$ cat config.mk
export PLATFORM = sky130hd
export DESIGN_NAME = lrelu_group
export DESIGN_NICKNAME = d
export VERILOG_FILES = /design/src/source/lrelu_pkg.sv /design/src/source/lrelu_group.sv
export VERILOG_INCLUDE_DIRS = /design/src /design/src/source
export SDC_FILE = /design/constraint.sdc
export NUM_CORES = 2
export LEC_CHECK = 0
export ABC_CLOCK_PERIOD_IN_PS = 6600
export BUFFER_PORTS_ARGS = -buffer_cell sky130_fd_sc_hd__buf_2
export CORE_ASPECT_RATIO = 0.5
export CORE_MARGIN = 3
export CORE_UTILIZATION = 35
export DETAILED_ROUTE_END_ITERATION = 10
export SYNTH_ARGS = -nofsm -noshare
export SYNTH_HDL_FRONTEND = slang
export SYNTH_SLANG_ARGS = --single-unit
$ cat constraint.sdc
create_clock -name clk -period 6.6 [get_ports clk]
set_input_delay 0.99 -clock clk [delete_from_list [all_inputs] [get_ports clk]]
set_output_delay 0.99 -clock clk [all_outputs]
set_load 0.1 [all_outputs]
$ cat src/source/lrelu_params.svh
`ifndef LRELU_PARAMS_SVH
`define LRELU_PARAMS_SVH

// engine geometry
`define LRELU_GROUPS 2
`define LRELU_UNITS 4

// word widths
`define LRELU_SAMPLE_W 16
`define LRELU_COEF_W 16
`define LRELU_ACC_W 40
`define LRELU_PIXEL_W 8

// coefficients A, B and D are Q7.8
`define LRELU_FRAC_BITS 8

// leaky slope is ALPHA / 2**ALPHA_SHIFT, roughly 0.1
`define LRELU_ALPHA 26
`define LRELU_ALPHA_SHIFT 8

`endif

$ cat src/source/lrelu_pkg.sv
`default_nettype none

`include "lrelu_params.svh"

package lrelu_pkg;

  // scalar words
  typedef logic signed [`LRELU_SAMPLE_W-1:0] sample_t;
  typedef logic signed [`LRELU_COEF_W-1:0] coef_t;
  typedef logic signed [`LRELU_ACC_W-1:0] acc_t;
  typedef logic signed [`LRELU_PIXEL_W-1:0] pixel_t;

  // per group vectors
  typedef sample_t [`LRELU_UNITS-1:0] group_samples_t;
  typedef acc_t [`LRELU_UNITS-1:0] group_acc_t;

  // whole engine, lane index is g*UNITS + u
  typedef sample_t [`LRELU_GROUPS*`LRELU_UNITS-1:0] engine_samples_t;
  typedef pixel_t [`LRELU_GROUPS*`LRELU_UNITS-1:0] engine_pixels_t;
  typedef group_acc_t [`LRELU_GROUPS-1:0] engine_acc_t;

  // one config word carries a coefficient for each group
  typedef coef_t [`LRELU_GROUPS-1:0] cfg_word_t;

  typedef struct packed {
    logic is_max;
    logic is_lrelu;
  } user_t;

  typedef enum logic [1:0] {LOAD_A, LOAD_B, LOAD_D} coef_sel_t;

  typedef struct packed {
    logic      en;
    coef_sel_t sel;
  } coef_write_t;

endpackage

`default_nettype wire

$ cat src/source/lrelu_group.sv
`timescale 1ns/1ps
`default_nettype none

`include "lrelu_params.svh"

module lrelu_group (
  input  logic                     clk,
  input  logic                     rst_n,
  input  logic                     clken,
  input  lrelu_pkg::coef_write_t   coef_write,
  input  lrelu_pkg::coef_t         coef_word,
  input  lrelu_pkg::group_samples_t samples,
  input  logic                     is_lrelu,
  output lrelu_pkg::group_acc_t    acc
);

  lrelu_pkg::coef_t a_coef;
  lrelu_pkg::coef_t b_coef;
  lrelu_pkg::coef_t d_coef;

  lrelu_pkg::group_acc_t p_next;
  lrelu_pkg::group_acc_t p_reg;
  lrelu_pkg::group_acc_t r_next;
  logic                  lrelu_d;

  // coefficient slots, written by the loader
  always_ff @(posedge clk) begin
    if (!rst_n) begin
      a_coef <= '0;
      b_coef <= '0;
      d_coef <= '0;
    end else if (clken && coef_write.en) begin
      case (coef_write.sel)
        lrelu_pkg::LOAD_A: a_coef <= coef_word;
        lrelu_pkg::LOAD_B: b_coef <= coef_word;
        lrelu_pkg::LOAD_D: d_coef <= coef_word;
        default: ;
      endcase
    end
  end

  // stage 1: p = x*A + B*2^frac
  always_comb begin
    lrelu_pkg::sample_t x;
    lrelu_pkg::acc_t    b_ext;
    b_ext = lrelu_pkg::acc_t'(b_coef) <<< `LRELU_FRAC_BITS;
    for (int u = 0; u < `LRELU_UNITS; u++) begin
      x = samples[u];
      p_next[u] = lrelu_pkg::acc_t'(x) * lrelu_pkg::acc_t'(a_coef) + b_ext;
    end
  end

  always_ff @(posedge clk) begin
    if (clken) begin
      p_reg   <= p_next;
      lrelu_d <= is_lrelu;
    end
  end

  // stage 2: leaky slope on negatives, then add D
  always_comb begin
    lrelu_pkg::acc_t p;
    lrelu_pkg::acc_t q;
    lrelu_pkg::acc_t d_ext;
    d_ext = lrelu_pkg::acc_t'(d_coef) <<< `LRELU_FRAC_BITS;
    for (int u = 0; u < `LRELU_UNITS; u++) begin
      p = p_reg[u];
      if (lrelu_d && p[`LRELU_ACC_W-1]) begin
        // arithmetic shift keeps floor rounding
        q = (p * lrelu_pkg::acc_t'(`LRELU_ALPHA)) >>> `LRELU_ALPHA_SHIFT;
      end else begin
        q = p;
      end
      r_next[u] = q + d_ext;
    end
  end

  always_ff @(posedge clk) begin
    if (clken) begin
      acc <= r_next;
    end
  end

endmodule

`default_nettype wire

==> impl_results.md <==
* Post-route clock period utilization at a little over nine tenths
* Mean number of vias per cell at slightly below 5
* Critical path fanouts, max at 9
* Endpoint class of the critical path: flop
* Net count, final at between 10000 and 15000
* Count of flip-flops with a built-in enable after synthesis at 293
* Wire length after detailed routing at around 190000 um
* Area enclosed by the die boundary at 208000 sq um
* Core area at slightly below 200000 sq um
* Layout overhead on the synthesized area at 16.6%
* CTS tree: built
* Number of cells produced by synthesis at 7506
* Headroom to the max-slew limit at approximately 18%
* Hold Path Class: flop to flop
* Buffer type at the clock tree root: sky130_fd_sc_hd__clkbuf_16
* Most frequent cells in the layout: sky130_fd_sc_hd__inv_1 (1758), sky130_fd_sc_hd__fa_1 (1254), sky130_fd_sc_hd__ha_1 (830), sky130_fd_sc_hd__nand2_1 (809), sky130_fd_sc_hd__buf_4 (625)
* Clk slew on worst S/H paths at 60 ps
* Total via count after detailed routing at around 53000
* Worst skew pair latency at about 620 ps
* Top cell type's share of synthesized area at 35.7%
* Number of buffers inserted during clock tree synthesis at 43
* Largest voltage drop on the vdd net at about 0.26 mV
* Cell variety after synth at 88
* Worst endpoint required time at between 6000 and 7000 ps
* Async set or reset register ratio after synthesis at 0%
* Number of port buffers at between 200 and 250
* Tightest hold margin at about 470 ps
* Total power consumption of the routed design at 0.0163 W
* PnR worst setup slack at around 98 ps
* Fraction of final layout cells sized beyond drive strength 1 at 14.3%
* Setup slack at placement at -648 ps
* Leakage power at 43.7 nW
* Top cells by area, synth: sky130_fd_sc_hd__fa_1 (36%), sky130_fd_sc_hd__ha_1 (15%), sky130_fd_sc_hd__edfxtp_1 (12%), sky130_fd_sc_hd__inv_1 (9.4%), sky130_fd_sc_hd__nand2_1 (4.3%)
* # Max-Cap Violations at 0
* GRT Residual Overflow at 0
* Final hold viol count at 0
* Remaining DRCs at 0
* Synthesized cell area at 70600 sq um
* Max FFs per register at 160
* DP HPWL at ~160000 um
* Initial antenna violation count at 53
* Yosys top cell by area: sky130_fd_sc_hd__fa_1
* Die outline width at 641 um
* Measured slew at the worst slew-check pin at 1230 ps
* Time the worst path needs with I/O delays and setup at approximately 6500 ps
* Total nets after synthesis at 9698
* F_max at between 0.15 and 0.2 GHz
* Routed len/inst at 17.1 um
* Clock Skews at 25.4 ps
* Number of synthesized register bits at 341
* Clock Sinks at 341
* Maximum level of the CTS H-tree at 2
* Max Slew Vio Count at 0
* GRT Resource Usage Total at 18.4%
* DIE HEIGHT at 324 um
* Startpoint type of the worst setup path: flop
* Total number of yosys warnings at 0
* Run status: completed
* Initial core utilization at 35.6%
* First-pass detailed-route iteration total at 5
* Top-level port count at approximately 250
* Remaining number of nets flagged by the antenna check after routing at 0
* 1st-iter DRT viols at 3073
* Leading cell type in the layout, fill and taps excluded: sky130_fd_sc_hd__inv_1
* Vias in the first global route at 54524
* Power per cell area at 198 nW/um^2
* Setup repair after global routing missed its margin: true
* Setup violation total in the final timing report at 0
* First-pass GRT wire length at ~300000 um
* Part of the Yosys area used for sequential elements at 13.8%
* Row cnt at 115
* Data arrival time of the worst path at 6870 ps
* Maximum number of pins on one net before global-route repair at 144
* Class of the most critical setup path: flop to flop
* Placer congestion estimate at roughly 0.9
* Top flip-flop cell by instance count after synthesis: sky130_fd_sc_hd__edfxtp_1
* CTS max path bufs at 3
* Mean instance size in the synthesized netlist at approximately 9.4 sq um
* Setup tns final at 0 ps
* Post-CTS Hold Fix Bufs at 0
* Worst R2R Setup Slack at 100 ps
critical path, cell delays in order (launching register included):
cell	delay, ps
sky130_fd_sc_hd__dfxtp_4	380
sky130_fd_sc_hd__buf_8	150
sky130_fd_sc_hd__buf_8	140
sky130_fd_sc_hd__and2_4	140
sky130_fd_sc_hd__fa_1	530
sky130_fd_sc_hd__inv_1	50
sky130_fd_sc_hd__fa_2	540
sky130_fd_sc_hd__fa_1	440
sky130_fd_sc_hd__fa_1	500
sky130_fd_sc_hd__inv_1	50
sky130_fd_sc_hd__fa_1	470
sky130_fd_sc_hd__inv_1	50
sky130_fd_sc_hd__fa_1	490
sky130_fd_sc_hd__inv_2	50
sky130_fd_sc_hd__ha_4	150
sky130_fd_sc_hd__a21o_1	160
sky130_fd_sc_hd__a21o_1	160
sky130_fd_sc_hd__a21o_1	180
sky130_fd_sc_hd__a41o_1	270
sky130_fd_sc_hd__a2111oi_4	430
sky130_fd_sc_hd__o31ai_2	150
sky130_fd_sc_hd__o41ai_2	390
sky130_fd_sc_hd__o21bai_1	110
sky130_fd_sc_hd__a21oi_1	180
sky130_fd_sc_hd__xnor2_1	100
report_power, final:
part           switching [W]  leakage, nW  internal, W  total, W
Sequential          0.000293         3.36      0.00286   0.00315
Combinational        0.00656         39.6      0.00395    0.0105
Clock                0.00105        0.742      0.00160   0.00265
Total                0.00790         43.7      0.00841    0.0163
path summary, 6_finish.rpt:
kind / start / endpoint / cells after the start
max: a_coef[4]$_SDFFE_PN0P_ / p_reg[71]$_DFFE_PP_ / 24
min: b_coef[7]$_SDFFE_PN0P_ / b_coef[7]$_SDFFE_PN0P_ / 2
max reg2reg: a_coef[4]$_SDFFE_PN0P_ / p_reg[71]$_DFFE_PP_ / 24
min reg2reg: b_coef[7]$_SDFFE_PN0P_ / b_coef[7]$_SDFFE_PN0P_ / 2
repair_timing:
item | 4_1_cts | 5_1_grt
setup endpoints to repair | 26 | 92
pin swaps | 3 | 67
resized for setup | 18 | 162
gates cloned | 0 | 1
buffers inserted | 1 | 48
metrics by stage:
stage               instances  util (%)  cell area, sq um
floorplan                7506         -             70900
global placement        10782      40.1             79600
detailed placement      10782      40.1             79600
CTS                     10860      40.9             81200
global route            10921      41.4             82300
finish                  10946      41.5             82300
logic make-up (layout without fill, tap and decap cells):
family | count (synthesis) | in the layout | synth area share [%]
xor gates and xnor gates | 315 | 315 | 3.91
AOI/OAI and AO/OA | 923 | 923 | 8.54
DFF | 341 | 341 | 13.8
other | 0 | 37 | 0
buffers and inverters | 1998 | 2769 | 10.6
muxes | 11 | 11 | 0.167
and+or+nand+nor | 1813 | 1813 | 12.3
adders and majority gates | 2105 | 2105 | 50.7
area by class of cell:
class,instances,area [sq um]
Clock inverter,29,443
Antenna cell,37,92.6
Fill cell,19526,116000
Clock buffer,48,1090
Multi-Input combinational cell,5167,54100
Inverter,1768,6640
Timing Repair Buffer,924,6870
Sequential cell,341,9810
Tap cell,2632,3290
synth_stat cells (48+ instances only):
cell	count
sky130_fd_sc_hd__clkbuf_1	228
sky130_fd_sc_hd__nor3_1	57
sky130_fd_sc_hd__ha_1	844
sky130_fd_sc_hd__nand3_1	58
sky130_fd_sc_hd__xnor2_1	217
sky130_fd_sc_hd__nand2_1	815
sky130_fd_sc_hd__o21ai_0	213
sky130_fd_sc_hd__nand2b_1	50
sky130_fd_sc_hd__nor2_1	215
sky130_fd_sc_hd__a21boi_0	59
sky130_fd_sc_hd__dfxtp_1	48
sky130_fd_sc_hd__edfxtp_1	293
sky130_fd_sc_hd__xor2_1	98
sky130_fd_sc_hd__a21oi_1	224
sky130_fd_sc_hd__fa_1	1261
sky130_fd_sc_hd__a21o_1	120
sky130_fd_sc_hd__inv_1	1767
sky130_fd_sc_hd__and2_1	481
layer usage:
metal / global-route usage [%] / vias to the layer above / wire [um] / part of all wire [%]
li1: - / 24822 / - / -
met1: 25.0 / 26402 / 83200 / 44
met2: 30.1 / 1152 / 86500 / 46
met3: 2.73 / 253 / 11100 / 5.9
met4: 6.17 / 8 / 6620 / 3.5
met5: 0 / - / 43 / 0.023
Power figures use the tool's default switching activity.
