<file path="config.mk">
export PLATFORM = sky130hd
export DESIGN_NAME = coef_loader
export DESIGN_NICKNAME = d
export VERILOG_FILES = /design/src/source/lrelu_pkg.sv /design/src/source/coef_loader.sv
export VERILOG_INCLUDE_DIRS = /design/src /design/src/source
export SDC_FILE = /design/constraint.sdc
export NUM_CORES = 1
export LEC_CHECK = 0
export ABC_AREA = 1
export BUFFER_PORTS_ARGS = -buffer_cell sky130_fd_sc_hd__buf_2
export CELL_PAD_IN_SITES_DETAIL_PLACEMENT = 1
export CELL_PAD_IN_SITES_GLOBAL_PLACEMENT = 2
export CORE_UTILIZATION = 26
export DETAILED_ROUTE_END_ITERATION = 16
export GPL_ROUTABILITY_DRIVEN = 0
export PLACE_DENSITY = 0.74
export SYNTH_ARGS = -nofsm -noshare
export SYNTH_HDL_FRONTEND = slang
export SYNTH_SLANG_ARGS = --single-unit
</file>
<file path="constraint.sdc">
create_clock -name clk -period 1.6 [get_ports clk]
set_input_delay 0.08 -clock clk [delete_from_list [all_inputs] [get_ports clk]]
set_output_delay 0.08 -clock clk [all_outputs]
set_load 0.1 [all_outputs]
</file>
<file path="src/source/lrelu_params.svh">
`ifndef LRELU_PARAMS_SVH
`define LRELU_PARAMS_SVH

// engine geometry
`define LRELU_GROUPS 2
`define LRELU_UNITS 4

// word widths
`define LRELU_SAMPLE_W 16
`define LRELU_COEF_W 16
`define LRELU_ACC_W 40
`define LRELU_PIXEL_W 8

// coefficients A, B and D are Q7.8
`define LRELU_FRAC_BITS 8

// leaky slope is ALPHA / 2**ALPHA_SHIFT, roughly 0.1
`define LRELU_ALPHA 26
`define LRELU_ALPHA_SHIFT 8

`endif

</file>
<file path="src/source/lrelu_pkg.sv">
`default_nettype none

`include "lrelu_params.svh"

package lrelu_pkg;

  // scalar words
  typedef logic signed [`LRELU_SAMPLE_W-1:0] sample_t;
  typedef logic signed [`LRELU_COEF_W-1:0] coef_t;
  typedef logic signed [`LRELU_ACC_W-1:0] acc_t;
  typedef logic signed [`LRELU_PIXEL_W-1:0] pixel_t;

  // per group vectors
  typedef sample_t [`LRELU_UNITS-1:0] group_samples_t;
  typedef acc_t [`LRELU_UNITS-1:0] group_acc_t;

  // whole engine, lane index is g*UNITS + u
  typedef sample_t [`LRELU_GROUPS*`LRELU_UNITS-1:0] engine_samples_t;
  typedef pixel_t [`LRELU_GROUPS*`LRELU_UNITS-1:0] engine_pixels_t;
  typedef group_acc_t [`LRELU_GROUPS-1:0] engine_acc_t;

  // one config word carries a coefficient for each group
  typedef coef_t [`LRELU_GROUPS-1:0] cfg_word_t;

  typedef struct packed {
    logic is_max;
    logic is_lrelu;
  } user_t;

  typedef enum logic [1:0] {LOAD_A, LOAD_B, LOAD_D} coef_sel_t;

  typedef struct packed {
    logic      en;
    coef_sel_t sel;
  } coef_write_t;

endpackage

`default_nettype wire

</file>
<file path="src/source/coef_loader.sv">
`timescale 1ns/1ps
`default_nettype none

module coef_loader (
  input  logic                   clk,
  input  logic                   rst_n,
  input  logic                   clken,
  input  logic                   cfg_valid,
  input  lrelu_pkg::cfg_word_t   cfg_data,
  output lrelu_pkg::coef_write_t coef_write,
  output lrelu_pkg::cfg_word_t   coef_data
);

  lrelu_pkg::coef_sel_t state;
  lrelu_pkg::coef_sel_t state_next;

  // fixed order A -> B -> D, then back to A
  always_comb begin
    case (state)
      lrelu_pkg::LOAD_A: state_next = lrelu_pkg::LOAD_B;
      lrelu_pkg::LOAD_B: state_next = lrelu_pkg::LOAD_D;
      lrelu_pkg::LOAD_D: state_next = lrelu_pkg::LOAD_A;
      default:           state_next = lrelu_pkg::LOAD_A;
    endcase
  end

  always_ff @(posedge clk) begin
    if (!rst_n) begin
      state          <= lrelu_pkg::LOAD_A;
      coef_write.en  <= 1'b0;
      coef_write.sel <= lrelu_pkg::LOAD_A;
    end else if (clken) begin
      // write strobe lands with the slot it was taken in
      coef_write.en  <= cfg_valid;
      coef_write.sel <= state;
      if (cfg_valid) begin
        state <= state_next;
      end
    end
  end

  // word register, only meaningful while coef_write.en is high
  always_ff @(posedge clk) begin
    if (clken && cfg_valid) begin
      coef_data <= cfg_data;
    end
  end

endmodule

`default_nettype wire

</file>
==> out/summary.txt, run 1 <==
Layout Skew = 0.000758 ns
Post-Layout Cell Count = 219
Worst-Skew Late Latency = 0.28 ns
CP Capture Type = output port
first-pass GRT wire length = 4350 um
critical path startpoint category = flip-flop
fin crit share = 0.708
share of cells above drive strength 1 = 0.491
Die Area = 4770 um2
Setup-failing EPs final = 0
largest net degree at the start of global routing = 25
Setup TNS Final = 0 ns
I/O Buffers = 70
initial antenna violation count = 0
fin crit period = 1.13 ns
Slowest-stage cell, CP = buf_2
Worst setup endpoint = coef_write[2]
total CTS buffers = 5
Vias/cell = 4.06
DRT iter0 DRCs = 31
placed cell count = 179
initial core utilization = 0.270
Max Freq = 0.883 GHz
dpl hpwl = 1840 um
Yosys cell types = 12
mux cell area share after synthesis = 0
total vias in the final route = 889
compound-cell area share of the yosys netlist = 0.0353
layout overhead on the synthesized area = 70.2%
CP bufs+invs = 1
cells after synthesis = 56
Final Hold Viols = 0
Global Route Usage Sum = 0.123
DRT Pass-1 Iters = 4
r2r startpoint = state[0]$_SDFFE_PN0P_
adder-cell share of the synthesized area = 0
CP required = 1.52 ns
area of placed instances = 1590 um2
Total Power = 2.36 mW
core footprint = 4320 um2
r2r worst-path depth = 3
Crit path depth = 1
die height = 69.0 um
clock sinks = 37
PD cells = 1190 nW/um2
Post-route DRC = 0
synth warn = 0
most frequent cells in the layout = buf_2, edfxtp_1, dlygate4sd3_1
register area share after synthesis = 0.908
post-synthesis xor/xnor area fraction = 0
Worst VDD drop = 0.000440 V
Synth Cell Area = 1170 um2
Leak = 0.844 nW
max_cap viols = 0
Root Buffer = clkbuf_8
CTS tree = yes
Synth Register Bits = 37
crit path max fanout = 2
CP delay by family, top = buffers and inverters
drt total wl = 2800 um
H-tree level count = 2
Die X = 69.0 um
RSZ-0062 raised after global routing = no
Worst Tran Pin Value = 0.502 ns
crit path DAT = 1.05 ns
commonest non-fill, non-tap cell in the layout = buf_2
outcome = completed
number of global-route vias before repair = 974
final slew viol count = 0
max incr delay on CP = 0.43 ns
R2R setup slack = 0.91 ns
Synth Area in Simple Gates = 0.0343
final instance area = 1990 um2
CP Launch Point = coef_write[2]$_SDFFE_PN0P_
clock slew at reported path FFs = 0.07 ns
CTS Buffer Depth = 2
routed len/inst = 12.8 um
critical path type = reg2out
syn nets = 92
antenna fix cells = 0
Syn Area/Cell = 20.9 um2
GRT overflow = 0
nets@finish = 202
Ports = 71
Slew HR = 0.668
largest family of logic cells by synthesized area = compound AO/OA/AOI/OAI gates
# rows = 24
worst r2r dst = state[0]$_SDFFE_PN0P_
antenna-violating nets left = 0
critical path cell sequence = buf_2
Hold Crit Class = in2reg
[per-layer routing]
layer	share of wire	wire length (um)	global-route usage	up-vias
met5	0	0	0	-
met4	0.028	77	0.0748	0
met3	0.062	174	0.0409	10
met2	0.55	1540	0.225	40
met1	0.36	1010	0.115	415
li1	-	-	-	424
[cell type report]
| cell class | count | area (um2) |
|---|---|---|
| Clock inverter | 1 | 5.00 |
| Sequential cell | 37 | 1060 |
| Multi-Input combinational cell | 14 | 81.3 |
| Tap cell | 52 | 65.1 |
| Clock buffer | 7 | 76.3 |
| Inverter | 4 | 15.0 |
| Timing Repair Buffer | 104 | 686 |
| Fill cell | 481 | 2330 |
[synthesized netlist by cell type, drive strengths merged]
| cell type | n | area share |
|---|---|---|
| edfxtp | 32 | 0.82 |
| buf | 1 | 0.0096 |
| o21ai | 2 | 0.0086 |
| inv | 4 | 0.013 |
| nand3 | 3 | 0.017 |
| nand2 | 4 | 0.017 |
| a21boi | 1 | 0.0064 |
| dfxtp | 5 | 0.086 |
| a21oi | 4 | 0.020 |
[power breakdown]
part           internal [mW]  switching, mW  leakage [nW]
clock network          0.305          0.301        0.0422
registers               1.12         0.0171         0.341
logic                  0.127          0.495         0.460
total                   1.55          0.813         0.844
[how the worst min path moves through the flow]
stage / slack, ns / cells after the start / startpoint / to
global route: 0.08 / 3 / rst_n / state[0]$_SDFFE_PN0P_
detailed placement: 0.26 / 1 / cfg_data[5] / coef_data[5]$_DFFE_PP_
finish: 0.08 / 3 / rst_n / state[0]$_SDFFE_PN0P_
CTS: 0.07 / 3 / rst_n / state[0]$_SDFFE_PN0P_
global placement: 0.26 / 1 / cfg_data[5] / coef_data[5]$_DFFE_PP_
floorplan: 0.18 / 0 / cfg_data[0] / coef_data[0]$_DFFE_PP_
[stage by stage]
| step | hold WS, ns | setup WS [ns] | util |
|---|---|---|---|
| after global routing | 0.0794 | 0.430 | 0.460 |
| after floorplan | 0.179 | 0.284 | - |
| after global placement | 0.257 | 0.580 | 0.367 |
| after detailed placement | 0.258 | 0.529 | 0.367 |
| final | 0.0817 | 0.467 | 0.460 |
| after CTS | 0.0706 | 0.444 | 0.460 |
[sequential cells by signal, summed over array words and instances (netlist names)]
signal / flops
coef_data: 32
state: 2
coef_write: 3
[kinds of logic after synthesis]
logic type / Yosys count
AO/OA/AOI/OAI: 7
buffers and inverters: 5
flip-flops: 37
AND/OR/NAND/NOR: 7
[timing repair]
item | in CTS | in global routing
endpoints found under the hold margin | 32 | 0
hold buffers | 32 | 0
setup buffers | 0 | 0
resized for setup | 0 | 0
Note: power is estimated with default switching activity, not from simulation.
==> inputs of run 2 (changes only) <==
==> constraint.sdc (replaced) <==
create_clock -name clk -period 1.1 [get_ports clk]
set_input_delay 0.055 -clock clk [delete_from_list [all_inputs] [get_ports clk]]
set_output_delay 0.055 -clock clk [all_outputs]
set_load 0.1 [all_outputs]
==> out/summary.txt, run 2 (synthesis results as in run 1) <==
critical path cell sequence = buf_2
Final Hold Viols = 0 (unchanged)
drt total wl = 2960 um (+5.9%)
Max Freq = 0.928 GHz
RSZ-0062 raised after global routing = no
Worst Tran Pin Value = 0.485 ns (-0.0168 ns)
dpl hpwl = 2010 um (+9.5%)
Vias/cell = 3.98 (-1.9%)
total CTS buffers = 5 (unchanged)
DRT iter0 DRCs = 61 (+97%)
Post-Layout Cell Count = 218 (-0.46%)
initial antenna violation count = 0 (unchanged)
CP Capture Type = output port
I/O Buffers = 70 (unchanged)
max incr delay on CP = 0.42 ns (about the same)
critical path startpoint category = flip-flop
Post-route DRC = 0 (unchanged)
placed cell count = 178 (-0.56%)
CP bufs+invs = 1 (unchanged)
Global Route Usage Sum = 0.128 (+0.00589)
crit path max fanout = 1 (-1)
clock sinks = 37 (unchanged)
fin crit period = 1.08 ns
Largest Register = coef_data
CP required = 1.04 ns (-0.48 ns)
nets@finish = 201 (-0.50%)
Layout Skew = 0.0000939 ns (-0.000664 ns)
most frequent cells in the layout = buf_2, edfxtp_1, dlygate4sd3_1
antenna-violating nets left = 0 (unchanged)
Setup-failing EPs final = 0 (unchanged)
final slew viol count = 0 (unchanged)
clock slew at reported path FFs = 0.07 ns (about the same)
Slew HR = 0.679 (+0.0112)
Slowest-stage cell, CP = buf_2
Worst-Skew Late Latency = 0.27 ns (about the same)
largest net degree at the start of global routing = 33 (+32%)
Post-CTS Setup Bufs = 0 (unchanged)
Ports = 71 (unchanged)
met3 wire len = 172 um (-1.1%)
routed len/inst = 13.6 um (+6.4%)
Setup TNS Final = 0 ns (unchanged)
PD cells = 1570 nW/um2 (+32%)
layout overhead on the synthesized area = 107%
critical path type = reg2out
routed wl met2 = 1740 um (+13%)
die height = 69.0 um (unchanged)
Leak = 0.984 nW (+17%)
commonest non-fill, non-tap cell in the layout = buf_2
Die X = 69.0 um (unchanged)
crit path DAT = 1.02 ns (-0.03 ns)
antenna fix cells = 0 (unchanged)
CTS tree = yes
Worst VDD drop = 0.00103 V (+130%)
max_cap viols = 0 (unchanged)
WL met1 = 1000 um (-0.69%)
first-pass GRT wire length = 4620 um (+6.2%)
H-tree level count = 2 (unchanged)
CTS Buffer Depth = 2 (unchanged)
DRT Pass-1 Iters = 5 (+1)
Top Registers = coef_data (32), coef_write (3), state (2)
# rows = 24 (unchanged)
Root Buffer = clkbuf_8
fin crit share = 0.979
number of flip-flops in the largest register = 32 (unchanged)
core footprint = 4320 um2 (unchanged)
outcome = completed
number of global-route vias before repair = 972 (-0.21%)
CP delay by family, top = buffers and inverters
Hold Crit Class = in2reg
GRT overflow = 0 (unchanged)
total vias in the final route = 868 (-2.4%)
share of cells above drive strength 1 = 0.524 (+0.0331)
initial core utilization = 0.270 (unchanged)
Top Metal Used = met4
Die Area = 4770 um2 (unchanged)
[run 2: cell count changes in the layout (fill, tap and decap cells not counted)]
cell / previous run / this run
clkinvlp_4: 0 / 1
clkbuf_8: 5 / 7
inv_1: 4 / 3
dfxtp_1: 5 / 2
buf_2: 70 / 37
clkbuf_4: 0 / 5
clkbuf_1: 2 / 0
buf_4: 2 / 3
buf_12: 0 / 26
dfxtp_2: 0 / 3
[run 2: report_power, final]
part / internal (mW) / switching, mW / total [mW]
Clock: 0.566 / 0.438 / 1.00
Combinational: 0.380 / 0.727 / 1.11
Sequential: 1.63 / 0.0595 / 1.69
Total: 2.57 / 1.22 / 3.80
[run 2: layout make-up]
| cell class | instances | area (um2) |
|---|---|---|
| Clock buffer | 7 | 96.3 |
| Inverter | 4 | 18.8 |
| Timing Repair Buffer | 103 | 1090 |
| Clock inverter | 1 | 5.00 |
| Fill cell | 436 | 1910 |
| Tap cell | 52 | 65.1 |
| Sequential cell | 37 | 1060 |
| Multi-Input combinational cell | 14 | 81.3 |
[run 2: routing by layer]
| layer | vias up | global-route usage |
|---|---|---|
| met4 | 0 | 0.0612 |
| met2 | 35 | 0.252 |
| li1 | 423 | - |
| met5 | - | 0 |
| met3 | 6 | 0.0424 |
| met1 | 404 | 0.114 |
[run 2: what timing repair did]
action,in CTS,in global routing
hold buffers,32,0
endpoints found under the hold margin,32,0
gates resized for setup,3,5
endpoints found under the setup margin,3,5
[run 2: worst paths after layout]
path	cells after the start	endpoint	slack, ns	start
setup / recovery	1	coef_data[8]	0.02	coef_data[8]$_DFFE_PP_
hold reg to reg	2	coef_write[0]$_SDFFE_PN0P_	0.50	state[0]$_SDFFE_PN0P_
setup reg to reg	3	state[1]$_SDFFE_PN0P_	0.37	state[1]$_SDFFE_PN0P_
hold / removal	3	coef_write[1]$_SDFFE_PN0P_	0.06	rst_n
[run 2: per-stage QoR]
| step | hold slack (ns) | setup slack, ns | instance area [um2] | power, mW | utilization |
|---|---|---|---|---|---|
| 3_3_place_gp | 0.234 | 0.189 | 1980 | 2.72 | 0.457 |
| 2_1_floorplan | 0.154 | 0.0216 | 1180 | 2.35 | - |
| 5_1_grt | 0.0681 | 0.00107 | 2420 | 3.91 | 0.559 |
| 3_5_place_dp | 0.233 | 0.153 | 1980 | 2.73 | 0.457 |
| 4_1_cts | 0.0421 | 0.00757 | 2400 | 3.82 | 0.556 |
| 6_report | 0.0561 | 0.0226 | 2420 | 3.80 | 0.559 |
