===== src/source/lrelu_params.svh =====
`ifndef LRELU_PARAMS_SVH
`define LRELU_PARAMS_SVH

// engine geometry
`define LRELU_GROUPS 2
`define LRELU_UNITS 4

// word widths
`define LRELU_SAMPLE_W 16
`define LRELU_COEF_W 16
`define LRELU_ACC_W 40
`define LRELU_PIXEL_W 8

// coefficients A, B and D are Q7.8
`define LRELU_FRAC_BITS 8

// leaky slope is ALPHA / 2**ALPHA_SHIFT, roughly 0.1
`define LRELU_ALPHA 26
`define LRELU_ALPHA_SHIFT 8

`endif


===== src/source/lrelu_pkg.sv =====
`default_nettype none

`include "lrelu_params.svh"

package lrelu_pkg;

  // scalar words
  typedef logic signed [`LRELU_SAMPLE_W-1:0] sample_t;
  typedef logic signed [`LRELU_COEF_W-1:0] coef_t;
  typedef logic signed [`LRELU_ACC_W-1:0] acc_t;
  typedef logic signed [`LRELU_PIXEL_W-1:0] pixel_t;

  // per group vectors
  typedef sample_t [`LRELU_UNITS-1:0] group_samples_t;
  typedef acc_t [`LRELU_UNITS-1:0] group_acc_t;

  // whole engine, lane index is g*UNITS + u
  typedef sample_t [`LRELU_GROUPS*`LRELU_UNITS-1:0] engine_samples_t;
  typedef pixel_t [`LRELU_GROUPS*`LRELU_UNITS-1:0] engine_pixels_t;
  typedef group_acc_t [`LRELU_GROUPS-1:0] engine_acc_t;

  // one config word carries a coefficient for each group
  typedef coef_t [`LRELU_GROUPS-1:0] cfg_word_t;

  typedef struct packed {
    logic is_max;
    logic is_lrelu;
  } user_t;

  typedef enum logic [1:0] {LOAD_A, LOAD_B, LOAD_D} coef_sel_t;

  typedef struct packed {
    logic      en;
    coef_sel_t sel;
  } coef_write_t;

endpackage

`default_nettype wire


===== src/source/requant_stage.sv =====
`timescale 1ns/1ps
`default_nettype none

`include "lrelu_params.svh"

module requant_stage (
  input  logic                      clk,
  input  logic                      rst_n,
  input  logic                      clken,
  input  lrelu_pkg::engine_acc_t    acc_in,
  input  logic                      s_valid,
  input  lrelu_pkg::user_t          s_user,
  output logic                      m_valid,
  output lrelu_pkg::engine_pixels_t m_data,
  output lrelu_pkg::user_t          m_user
);

  localparam lrelu_pkg::acc_t PIX_MAX = (1 <<< (`LRELU_PIXEL_W - 1)) - 1;
  localparam lrelu_pkg::acc_t PIX_MIN = -(1 <<< (`LRELU_PIXEL_W - 1));

  logic                      valid_d1;
  logic                      valid_d2;
  lrelu_pkg::user_t          user_d1;
  lrelu_pkg::user_t          user_d2;
  lrelu_pkg::engine_pixels_t pix_next;

  // drop the fraction (floor) and clamp each lane
  always_comb begin
    lrelu_pkg::acc_t a;
    lrelu_pkg::acc_t s;
    for (int g = 0; g < `LRELU_GROUPS; g++) begin
      for (int u = 0; u < `LRELU_UNITS; u++) begin
        a = acc_in[g][u];
        s = a >>> `LRELU_FRAC_BITS;
        if (s > PIX_MAX) begin
          pix_next[g*`LRELU_UNITS + u] = lrelu_pkg::pixel_t'(PIX_MAX);
        end else if (s < PIX_MIN) begin
          pix_next[g*`LRELU_UNITS + u] = lrelu_pkg::pixel_t'(PIX_MIN);
        end else begin
          pix_next[g*`LRELU_UNITS + u] = lrelu_pkg::pixel_t'(s);
        end
      end
    end
  end

  // valid and user ride two stages to meet the group output
  always_ff @(posedge clk) begin
    if (!rst_n) begin
      valid_d1 <= 1'b0;
      valid_d2 <= 1'b0;
      user_d1  <= '0;
      user_d2  <= '0;
      m_valid  <= 1'b0;
      m_data   <= '0;
      m_user   <= '0;
    end else if (clken) begin
      valid_d1 <= s_valid;
      valid_d2 <= valid_d1;
      user_d1  <= s_user;
      user_d2  <= user_d1;
      m_valid  <= valid_d2;
      if (valid_d2) begin
        m_data <= pix_next;
        m_user <= user_d2;
      end
    end
  end

endmodule

`default_nettype wire


===== config.mk =====
export PLATFORM = sky130hd
export DESIGN_NAME = requant_stage
export DESIGN_NICKNAME = d
export VERILOG_FILES = /design/src/source/lrelu_pkg.sv /design/src/source/requant_stage.sv
export VERILOG_INCLUDE_DIRS = /design/src /design/src/source
export SDC_FILE = /design/constraint.sdc
export NUM_CORES = 1
export LEC_CHECK = 0
export BUFFER_PORTS_ARGS = -buffer_cell sky130_fd_sc_hd__buf_2
export CAP_MARGIN = 0
export CORE_AREA = 2 2 152 154
export CTS_CLUSTER_SIZE = 8
export DETAILED_ROUTE_END_ITERATION = 12
export DIE_AREA = 0 0 154 156
export GPL_TIMING_DRIVEN = 0
export PLACE_DENSITY = 0.51
export SYNTH_ARGS = -nofsm -noshare
export SYNTH_HDL_FRONTEND = slang
export SYNTH_SLANG_ARGS = --single-unit

===== constraint.sdc =====
create_clock -name clk -period 2.15 [get_ports clk]
set_input_delay 0.43 -clock clk [delete_from_list [all_inputs] [get_ports clk]]
set_output_delay 0.43 -clock clk [all_outputs]
set_load 0.02 [all_outputs]

==> out/metrics.yaml, run 1 <==
status:
  status: "finished clean"
power:
  total_power_mw: 3.34
  peakVddDrop_v: 0.000236
  power.internal_mw: 2.47
  p_sw_mw: 0.868
  p_sw_share_pct: 26.0
  seqPwrFrac_pct: 41.7
  power_density_nw_per_um2: 570
  clkPwrFrac_pct: 43.0
  combinationalPowerShare_pct: 15.3
  p_leak_nw: 2.55
grt:
  grt_max_degree: 13
  grt_overflow: 0
  grt_first_pass_wirelength_microns: 24100
  grt_pass1_vias: 4498
  grtUsageTotal_pct: 13.0
  antenna_found_initial: 0
setup_path:
  end_kind: "flip-flop"
  reg2regPathDepth: 6
  crit_path_cell_trace: "buf_2 -> nand2_1 -> clkbuf_1 -> nor3_1 -> o2bb2ai_1 -> o21ai_0 -> a21boi_0"
  crit_arrival_ns: 2.09
  max_stage_delay_ns: 0.32
  path_class: "in -> reg"
  crit_buf_inv: 2
  cp.depth: 7
  path_delay_family: "compound AO/OA/AOI/OAI gates"
  crit_fanout: 10
  crit_slowest_cell: "clkbuf_1"
  cp.required_ns: 2.42
  start_kind: "input pin"
timing:
  fmax_mhz: 548
  hold_slack_ns: 0.350
  drv_slew: 0
  worst_pin_slew_ns: 0.836
  rsz0062_at_grt: "no"
  skew_ns: 0.00790
  fin_crit_sh_pct: 84.9
  hold_viol: 0
  slew_headroom_pct: 44.0
  finalSetupViolCount: 0
  period_minus_slack_ns: 1.82
route:
  routed_wirelength_microns: 16100
  drt_iter0_markers: 253
  num_vias: 4644
  dr.pass1.iters: 4
  via_per_inst: 4.44
  ant_nets: 0
  wire_per_inst_microns: 15.4
  drc: 0
placement:
  place.port_buffers: 326
  dp_hpwl_microns: 13500
  post-place-cells: 1030
  gp_congestion: 0.834
  placed_cell_area_sq_um: 5580
final_layout:
  mostFrequentLayoutCell: "buf_2"
  layout_common_cells: "328 x buf_2, 73 x dfxtp_1, 52 x nand4_1, 51 x nand2_1, 48 x nor4_1"
  drive_above_1_share_pct: 45.7
  diodes: 0
  nets: 1081
  finalInstanceArea_sq_um: 5860
  area_growth_pct: 63.4
  instances_no_fill: 1045
  final_util_pct: 26.2
synthesis:
  synth_cells: 419
  synth_top_family_by_area: "simple AND/OR/NAND/NOR gates"
  synth-xor-area-share_pct: 0
  synthDistinctLibCells: 26
  syn_area_per_cell_sq_um: 8.56
  yosys.area.top_type: "dfxtp_1"
  synth_nets: 745
  synthMuxAreaShare_pct: 1.67
  syn_area_sq_um: 3590
  synth_compound_area_share_pct: 21.1
  synthSimpleGateAreaFrac_pct: 34.7
  ys_seq_area_share_pct: 40.7
  synth_seq_cells: 73
  synth_top_area_share_pct: 40.7
  synth_adder_area_share_pct: 0
  synth_area_leaders: "dfxtp_1 41%, nand4_1 9.1%, o221a_1 8.5%"
  yosys_warnings: 0
floorplan:
  io_pins: 393
  start_util_pct: 16.0
  rows: 55
  dieArea_sq_um: 24000
  core_sq_um: 22400
  fp.dieW_microns: 154
  dieHeight_microns: 156
clock_tree:
  cts_tree: "yes"
  cts-htree-levels: 3
  postCtsSetupBuffers: 0
  cts_max_path_buffers: 2
  cts.repair.resized: 0
  clk_pin_slew_worst_paths_ns: 0.06
  clock_latency_ns: 0.34
  cts_made_buffers: 9
  holdBufCountCts: 0
  cts_sinks: 73
  cts-root-buf: "clkbuf_16"
run:
  cap_violations: 0
hold_path:
  min_path_cells: 3
  holdCritPathClass: "in -> reg"
## cells by family after synthesis
group	Yosys count
DFF	73
and+or+nand+nor	226
AOI/OAI and AO/OA	97
muxes	6
buffers and inverters	17
## worst min-delay path, cell delays in order
cell	delay, ns
buf_2	0.07
nor2_1	0.03
o21ai_0	0.12
## cell usage after synthesis
cell and number:
dfxtp_1 73, nand4_1 52, nand2_1 51, nor4_1 48
nor2b_1 34, o21ai_0 28, o221a_1 27, a21boi_0 25
nor2_1 20, clkbuf_1 14, mux2i_1 6, or4_1 6
a31oi_1 4, and4_1 4, nand3_1 4, nor3_1 4
o21ai_1 4, o31a_1 4, buf_2 2, o2bb2ai_1 2
o31ai_1 2, and2_0 1, and2_1 1, buf_1 1
nand2b_1 1, o221a_2 1
## power by group through the flow
stage | clock, mW | combinational [mW] | sequential [mW]
after global routing | 1.56 | 0.568 | 1.40
after detailed placement | 0 | 0.516 | 1.42
after CTS | 1.52 | 0.518 | 1.39
after global placement | 0 | 0.512 | 1.42
final | 1.44 | 0.511 | 1.39
after floorplan | 0 | 0.133 | 1.45
## path summary, 6_finish.rpt
path	slack [ns]	endpoint	from
setup / recovery	0.33	m_data[1]$_SDFFE_PN0P_	clken
hold / removal	0.35	m_data[43]$_SDFFE_PN0P_	acc_in[211]
setup reg to reg	0.38	m_data[1]$_SDFFE_PN0P_	valid_d2$_SDFFE_PN0P_
hold reg to reg	0.45	m_data[43]$_SDFFE_PN0P_	m_data[43]$_SDFFE_PN0P_
## layout make-up
cell class,count,area [sq um]
plain buffers,16,63.8
flip-flops and latches,73,1460
repair buffers,326,1630
clock inverters,5,30.0
multi-input cells,329,2070
clock buffers,11,253
well taps,285,357
fillers,2497,16500
## through the flow
step           setup slack [ns]  setup TNS (ns)
2_1_floorplan             0.436               0
3_3_place_gp             -0.214           -5.43
3_5_place_dp             -0.234           -5.95
4_1_cts                   0.126               0
5_1_grt                  0.0200               0
6_report                  0.325               0
## metal layers
metal / share of wire, % / global-route usage (%) / routed length, microns / vias up
met3: 7.2 / 3.56 / 1160 / 23
met5: 0 / 0 / 0 / -
met2: 47 / 21.4 / 7510 / 191
li1: - / - / - / 2335
met4: 2.0 / 4.45 / 330 / 0
met1: 44 / 16.2 / 7100 / 2095
## flip-flops by register name, summed over array words and instances, names as in the netlist
name	flops
m_data	64
valid_d1	1
valid_d2	1
user_d1	2
m_user	2
user_d2	2
m_valid	1
(Power assumes the default switching activity.)
==> run 2: changes to the inputs <==
- clock period: 2.15 -> 1.7 ns (I/O delays scaled with it)
==> out/metrics.yaml, run 2 (synthesis gave the netlist of run 1 again) <==
final_layout:
  nets: 1082  # +0.093%
  drive_above_1_share_pct: 46.8  # +1.1 points
  mostFrequentLayoutCell: "buf_2"
  regMostFlops: "m_data"
  final_util_pct: 26.4  # +0.20 points
  diodes: 0  # unchanged
  area_growth_pct: 64.6
  layout_common_cells: "328 x buf_2, 73 x dfxtp_1, 52 x nand4_1, 51 x nand2_1, 48 x nor4_1"
  largest_register_ffs: 64  # unchanged
clock_tree:
  postCtsSetupBuffers: 0  # unchanged
  cts_made_buffers: 9  # unchanged
  holdBufCountCts: 0  # unchanged
  cts-root-buf: "clkbuf_16"
  clock_latency_ns: 0.34  # about the same
  cts_max_path_buffers: 2  # unchanged
  cts_sinks: 73  # unchanged
  cts-htree-levels: 3  # unchanged
  cts_tree: "yes"
  clk_pin_slew_worst_paths_ns: 0.06  # about the same
setup_path:
  crit_arrival_ns: 1.91  # -0.18 ns
  path_class: "in -> reg"
  cp.required_ns: 1.98  # -0.44 ns
  crit_fanout: 7  # -3
  r2r_start: "valid_d2$_SDFFE_PN0P_"
  start_kind: "input pin"
  crit_start: "acc_in[99]"
  end_kind: "flip-flop"
grt:
  antenna_found_initial: 0  # unchanged
  grt_max_degree: 13  # unchanged
  grtUsageTotal_pct: 13.0  # +0.024 points
  grt_first_pass_wirelength_microns: 24100  # +0.11%
  grt_pass1_vias: 4502  # +0.089%
  grt_overflow: 0  # unchanged
timing:
  hold_viol: 0  # unchanged
  fin_crit_sh_pct: 95.9
  drv_slew: 0  # unchanged
  finalSetupViolCount: 0  # unchanged
  worst_pin_slew_ns: 0.826  # -0.00995 ns
  final.setup.worst_slack_ns: 0.0693  # -0.256 ns
  slew_headroom_pct: 44.7  # +0.67 points
  fmax_mhz: 613
  period_minus_slack_ns: 1.63
  skew_ns: 0.00849  # +0.000598 ns
route:
  drt_iter0_markers: 203  # -20%
  routed_wirelength_microns: 16200  # +0.76%
  wire_per_inst_microns: 15.5  # +0.67%
  via_per_inst: 4.46  # +0.42%
  ant_nets: 0  # unchanged
  num_vias: 4668  # +0.52%
  dr.pass1.iters: 4  # unchanged
  drc: 0  # unchanged
status:
  status: "finished clean"
floorplan:
  dieHeight_microns: 156  # unchanged
  dieArea_sq_um: 24000  # unchanged
  start_util_pct: 16.0  # unchanged
  core_sq_um: 22400  # unchanged
  rows: 55  # unchanged
  io_pins: 393  # unchanged
  fp.dieW_microns: 154  # unchanged
power:
  p_sw_mw: 1.10  # +27%
  seqPwrFrac_pct: 41.6  # about the same
  power.internal_mw: 3.13  # +27%
  p_sw_share_pct: 26.1  # +0.11 points
  p_leak_nw: 2.57  # +0.80%
  clkPwrFrac_pct: 43.0  # about the same
  power_density_nw_per_um2: 717  # +26%
  peakVddDrop_v: 0.000299  # +27%
  combinationalPowerShare_pct: 15.4  # about the same
run:
  cap_violations: 0  # unchanged
placement:
  place_ws_ns: -0.594  # -0.360 ns
  dp_hpwl_microns: 13500  # unchanged
  gp_congestion: 0.834  # unchanged
  place.port_buffers: 326  # unchanged
hold_path:
  hp-start: "acc_in[211]"
  holdCritPathClass: "in -> reg"
[run 2: cell types whose count changed in the layout (fill, tap and decap cells not counted), moves of 2 or more]
| cell | change |
|---|---|
| nand3_1 | -2 |
| nand3_2 | +2 |
| clkbuf_1 | -3 |
| clkbuf_2 | +2 |
[run 2: final cells by class]
type	count	area [sq um]
timing repair buffer	326	1630
multi-input combinational	329	2090
clock inverter	5	30.0
buffer	17	81.3
clock buffer	11	253
sequential	73	1460
fill	2496	16500
tap	285	357
[run 2: power by group through the flow]
stage | logic (mW) | registers [mW] | clock network, mW
2_1_floorplan | 0.169 | 1.83 | 0
3_3_place_gp | 0.648 | 1.80 | 0
3_5_place_dp | 0.653 | 1.80 | 0
4_1_cts | 0.658 | 1.76 | 1.92
5_1_grt | 0.723 | 1.76 | 1.98
6_report | 0.651 | 1.76 | 1.82
[run 2: final timing paths]
path                                           endpoint  slack, ns  cells after the start
worst max-delay path            m_data[16]$_SDFFE_PN0P_       0.07                      6
worst min-delay path            m_data[43]$_SDFFE_PN0P_       0.26                      3
worst max register to register   m_data[0]$_SDFFE_PN0P_       0.21                      6
worst min register to register  m_data[43]$_SDFFE_PN0P_       0.45                      2
[run 2: through the flow]
step           setup TNS (ns)  cell area, sq um  total power, mW  std cells  hold slack, ns
6_report                    0              5910             4.23       1046           0.260
5_1_grt               -0.0177              5910             4.46       1046           0.248
4_1_cts                     0              5880             4.34       1046           0.241
3_5_place_dp           -24.88              5580             2.45       1030           0.436
3_3_place_gp           -23.97              5580             2.45       1030           0.432
2_1_floorplan               0              3590             2.00        419           0.440
[run 2: worst max-delay path, stage by stage]
cell and delay [ns]:
buf_2 0.11, nand4_1 0.10, or4_1 0.58, o31a_1 0.43, nor2b_1 0.16, o221a_2 0.19
[run 2: routing by layer]
layer	GRT usage [%]	up-vias	part of all wire [%]
met5	0	-	0
met4	4.45	0	2.0
met3	3.56	21	7.2
met2	21.5	193	47
met1	16.2	2119	44
li1	-	2335	-
[run 2: repair_timing]
item                       in CTS  in global routing
pin swaps                       0                  0
gates resized for setup         8                  8
setup endpoints to repair      34                 25
cloned                          0                  0
==> run 3: changes to the inputs <==
==> constraint.sdc (replaced) <==
create_clock -name clk -period 1.7 [get_ports clk]
set_input_delay 0 -clock clk [delete_from_list [all_inputs] [get_ports clk]]
set_output_delay 0 -clock clk [all_outputs]
set_load 0.02 [all_outputs]
==> out/metrics.yaml, run 3 (synthesis gave the netlist of run 1 again) <==
placement:
  gp_congestion: 0.834  # unchanged
  post-place-cells: 1030  # unchanged
  dp_hpwl_microns: 13500  # unchanged
  place.port_buffers: 326  # unchanged
floorplan:
  io_pins: 393  # unchanged
  start_util_pct: 16.0  # unchanged
  core_sq_um: 22400  # unchanged
  fp.dieW_microns: 154  # unchanged
  rows: 55  # unchanged
  dieHeight_microns: 156  # unchanged
  dieArea_sq_um: 24000  # unchanged
final_layout:
  diodes: 0  # unchanged
  area_growth_pct: 74.5
  largest_register_ffs: 64  # unchanged
  nets: 1118  # +3.3%
  drive_above_1_share_pct: 44.4  # -2.4 points
  instances_no_fill: 1082  # +3.4%
  mostFrequentLayoutCell: "buf_2"
  regMostFlops: "m_data"
  layout_common_cells: "328 x buf_2, 73 x dfxtp_1, 52 x nand4_1, 51 x nand2_1, 47 x nor4_1"
timing:
  hold_slack_ns: 0.0249  # -0.235 ns
  period_minus_slack_ns: 1.58  # -0.0553 ns
  fin_crit_sh_pct: 92.7  # -3.3 points
  drv_slew: 0  # unchanged
  fmax_mhz: 635  # +3.5%
  finalSetupViolCount: 0  # unchanged
  tns_ns: 0  # unchanged
  worst_pin_slew_ns: 0.821  # -0.00434 ns
  skew_ns: 0.00801  # -0.000483 ns
  slew_headroom_pct: 45.0  # +0.29 points
  hold_viol: 0  # unchanged
power:
  seqPwrFrac_pct: 40.9  # -0.7 points
  peakVddDrop_v: 0.000299  # +0.11%
  clkPwrFrac_pct: 42.4  # -0.6 points
  combinationalPowerShare_pct: 16.7  # +1.3 points
  total_power_mw: 4.30  # +1.6%
  power.internal_mw: 3.18  # +1.7%
  p_sw_share_pct: 26.0  # -0.099 points
  p_leak_nw: 2.72  # +5.7%
  p_sw_mw: 1.12  # +1.2%
  power_density_nw_per_um2: 687  # -4.2%
setup_path:
  start_kind: "input pin"
  crit_fanout: 7  # unchanged
  path_delay_family: "buffers and inverters"
  crit_path_cell_trace: "dlygate4sd3_1 -> buf_2 -> nor4_2 -> nand4_1 -> nor2_1 -> o21ai_1 -> o221a_2"
  end_kind: "flip-flop"
  crit_buf_inv: 2  # +1
  max_stage_delay_ns: 0.53  # -0.05 ns
  path_class: "in -> reg"
  crit_slowest_cell: "dlygate4sd3_1"
  cp.required_ns: 1.92  # -0.06 ns
  crit_arrival_ns: 1.80  # -0.11 ns
route:
  wire_per_inst_microns: 15.2  # -2.2%
  dr.pass1.iters: 4  # unchanged
  routed_wirelength_microns: 16400  # +1.2%
  num_vias: 4814  # +3.1%
  drc: 0  # unchanged
  ant_nets: 0  # unchanged
  drt_iter0_markers: 222  # +9.4%
  via_per_inst: 4.45  # -0.30%
clock_tree:
  cts_sinks: 73  # unchanged
  cts_made_buffers: 9  # unchanged
  cts_max_path_buffers: 2  # unchanged
  clk_pin_slew_worst_paths_ns: 0.06  # about the same
  clock_latency_ns: 0.34  # about the same
  cts-htree-levels: 3  # unchanged
  postCtsSetupBuffers: 0  # unchanged
  cts_tree: "yes"
  cts-root-buf: "clkbuf_16"
grt:
  grt_pass1_vias: 4679  # +3.9%
  grt_first_pass_wirelength_microns: 24700  # +2.4%
  grt_overflow: 0  # unchanged
  grt_max_degree: 13  # unchanged
  antenna_found_initial: 0  # unchanged
  grtUsageTotal_pct: 13.2  # +0.22 points
run:
  cap_violations: 0  # unchanged
hold_path:
  holdCritPathClass: "in -> reg"
status:
  status: "finished clean"
run 3: cell types whose count changed in the layout (fill, tap and decap cells not counted), sizes merged:
cell / delta
dlygate4sd3: +36
run 3: cell type report:
type                            count  area, sq um
Sequential cell                    73         1460
Clock buffer                       11          253
Tap cell                          285          357
Timing Repair Buffer              362         1990
Buffer                             17         80.1
Fill cell                        2458        16100
Clock inverter                      5         30.0
Multi-Input combinational cell    329         2090
run 3: what timing repair did:
item                                   in CTS  in global routing
endpoints found under the hold margin      36                  0
pin swaps                                   0                  0
gates cloned                                0                  0
setup endpoints to repair                  34                 33
resized for setup                           6                  8
hold buffers                               36                  0
run 3: metal layers:
layer | up-vias | part of all wire, % | global-route usage, %
li1 | 2405 | - | -
met1 | 2201 | 43 | 16.4
met5 | - | 0 | 0
met2 | 187 | 47 | 22.2
met4 | 0 | 2.0 | 4.45
met3 | 21 | 7.1 | 3.50
run 3: power by group through the flow:
stage               clock (mW)  sequential, mW  combinational (mW)
floorplan                    0            1.83               0.169
global placement             0            1.80               0.648
detailed placement           0            1.80               0.653
CTS                       1.92            1.76               0.723
global route              1.98            1.76               0.794
finish                    1.82            1.76               0.717
run 3: stage by stage:
stage / util [%] / setup WS [ns] / cell area (sq um)
finish: 28.0 / 0.125 / 6260
global route: 28.0 / -0.00922 / 6260
CTS: 27.9 / 0.0396 / 6240
detailed placement: 24.9 / -0.322 / 5580
global placement: 24.9 / -0.302 / 5580
floorplan: - / 0.397 / 3590
run 3: worst register-to-register path, delay by kind of cell (launching register included):
| kind | cells | cell delay (ns) |
|---|---|---|
| AND/OR/NAND/NOR | 2 | 0.37 |
| flip-flops | 1 | 0.34 |
| AO/OA/AOI/OAI | 3 | 0.51 |
| buffers and inverters | 1 | 0.21 |
run 3: final timing paths:
path,to,slack (ns),startpoint,cells past startpoint
max,m_data[16]$_SDFFE_PN0P_,0.12,acc_in[119],7
min reg2reg,m_data[43]$_SDFFE_PN0P_,0.45,m_data[43]$_SDFFE_PN0P_,2
max reg2reg,m_data[0]$_SDFFE_PN0P_,0.20,valid_d2$_SDFFE_PN0P_,6
min,m_data[8]$_SDFFE_PN0P_,0.02,acc_in[48],3
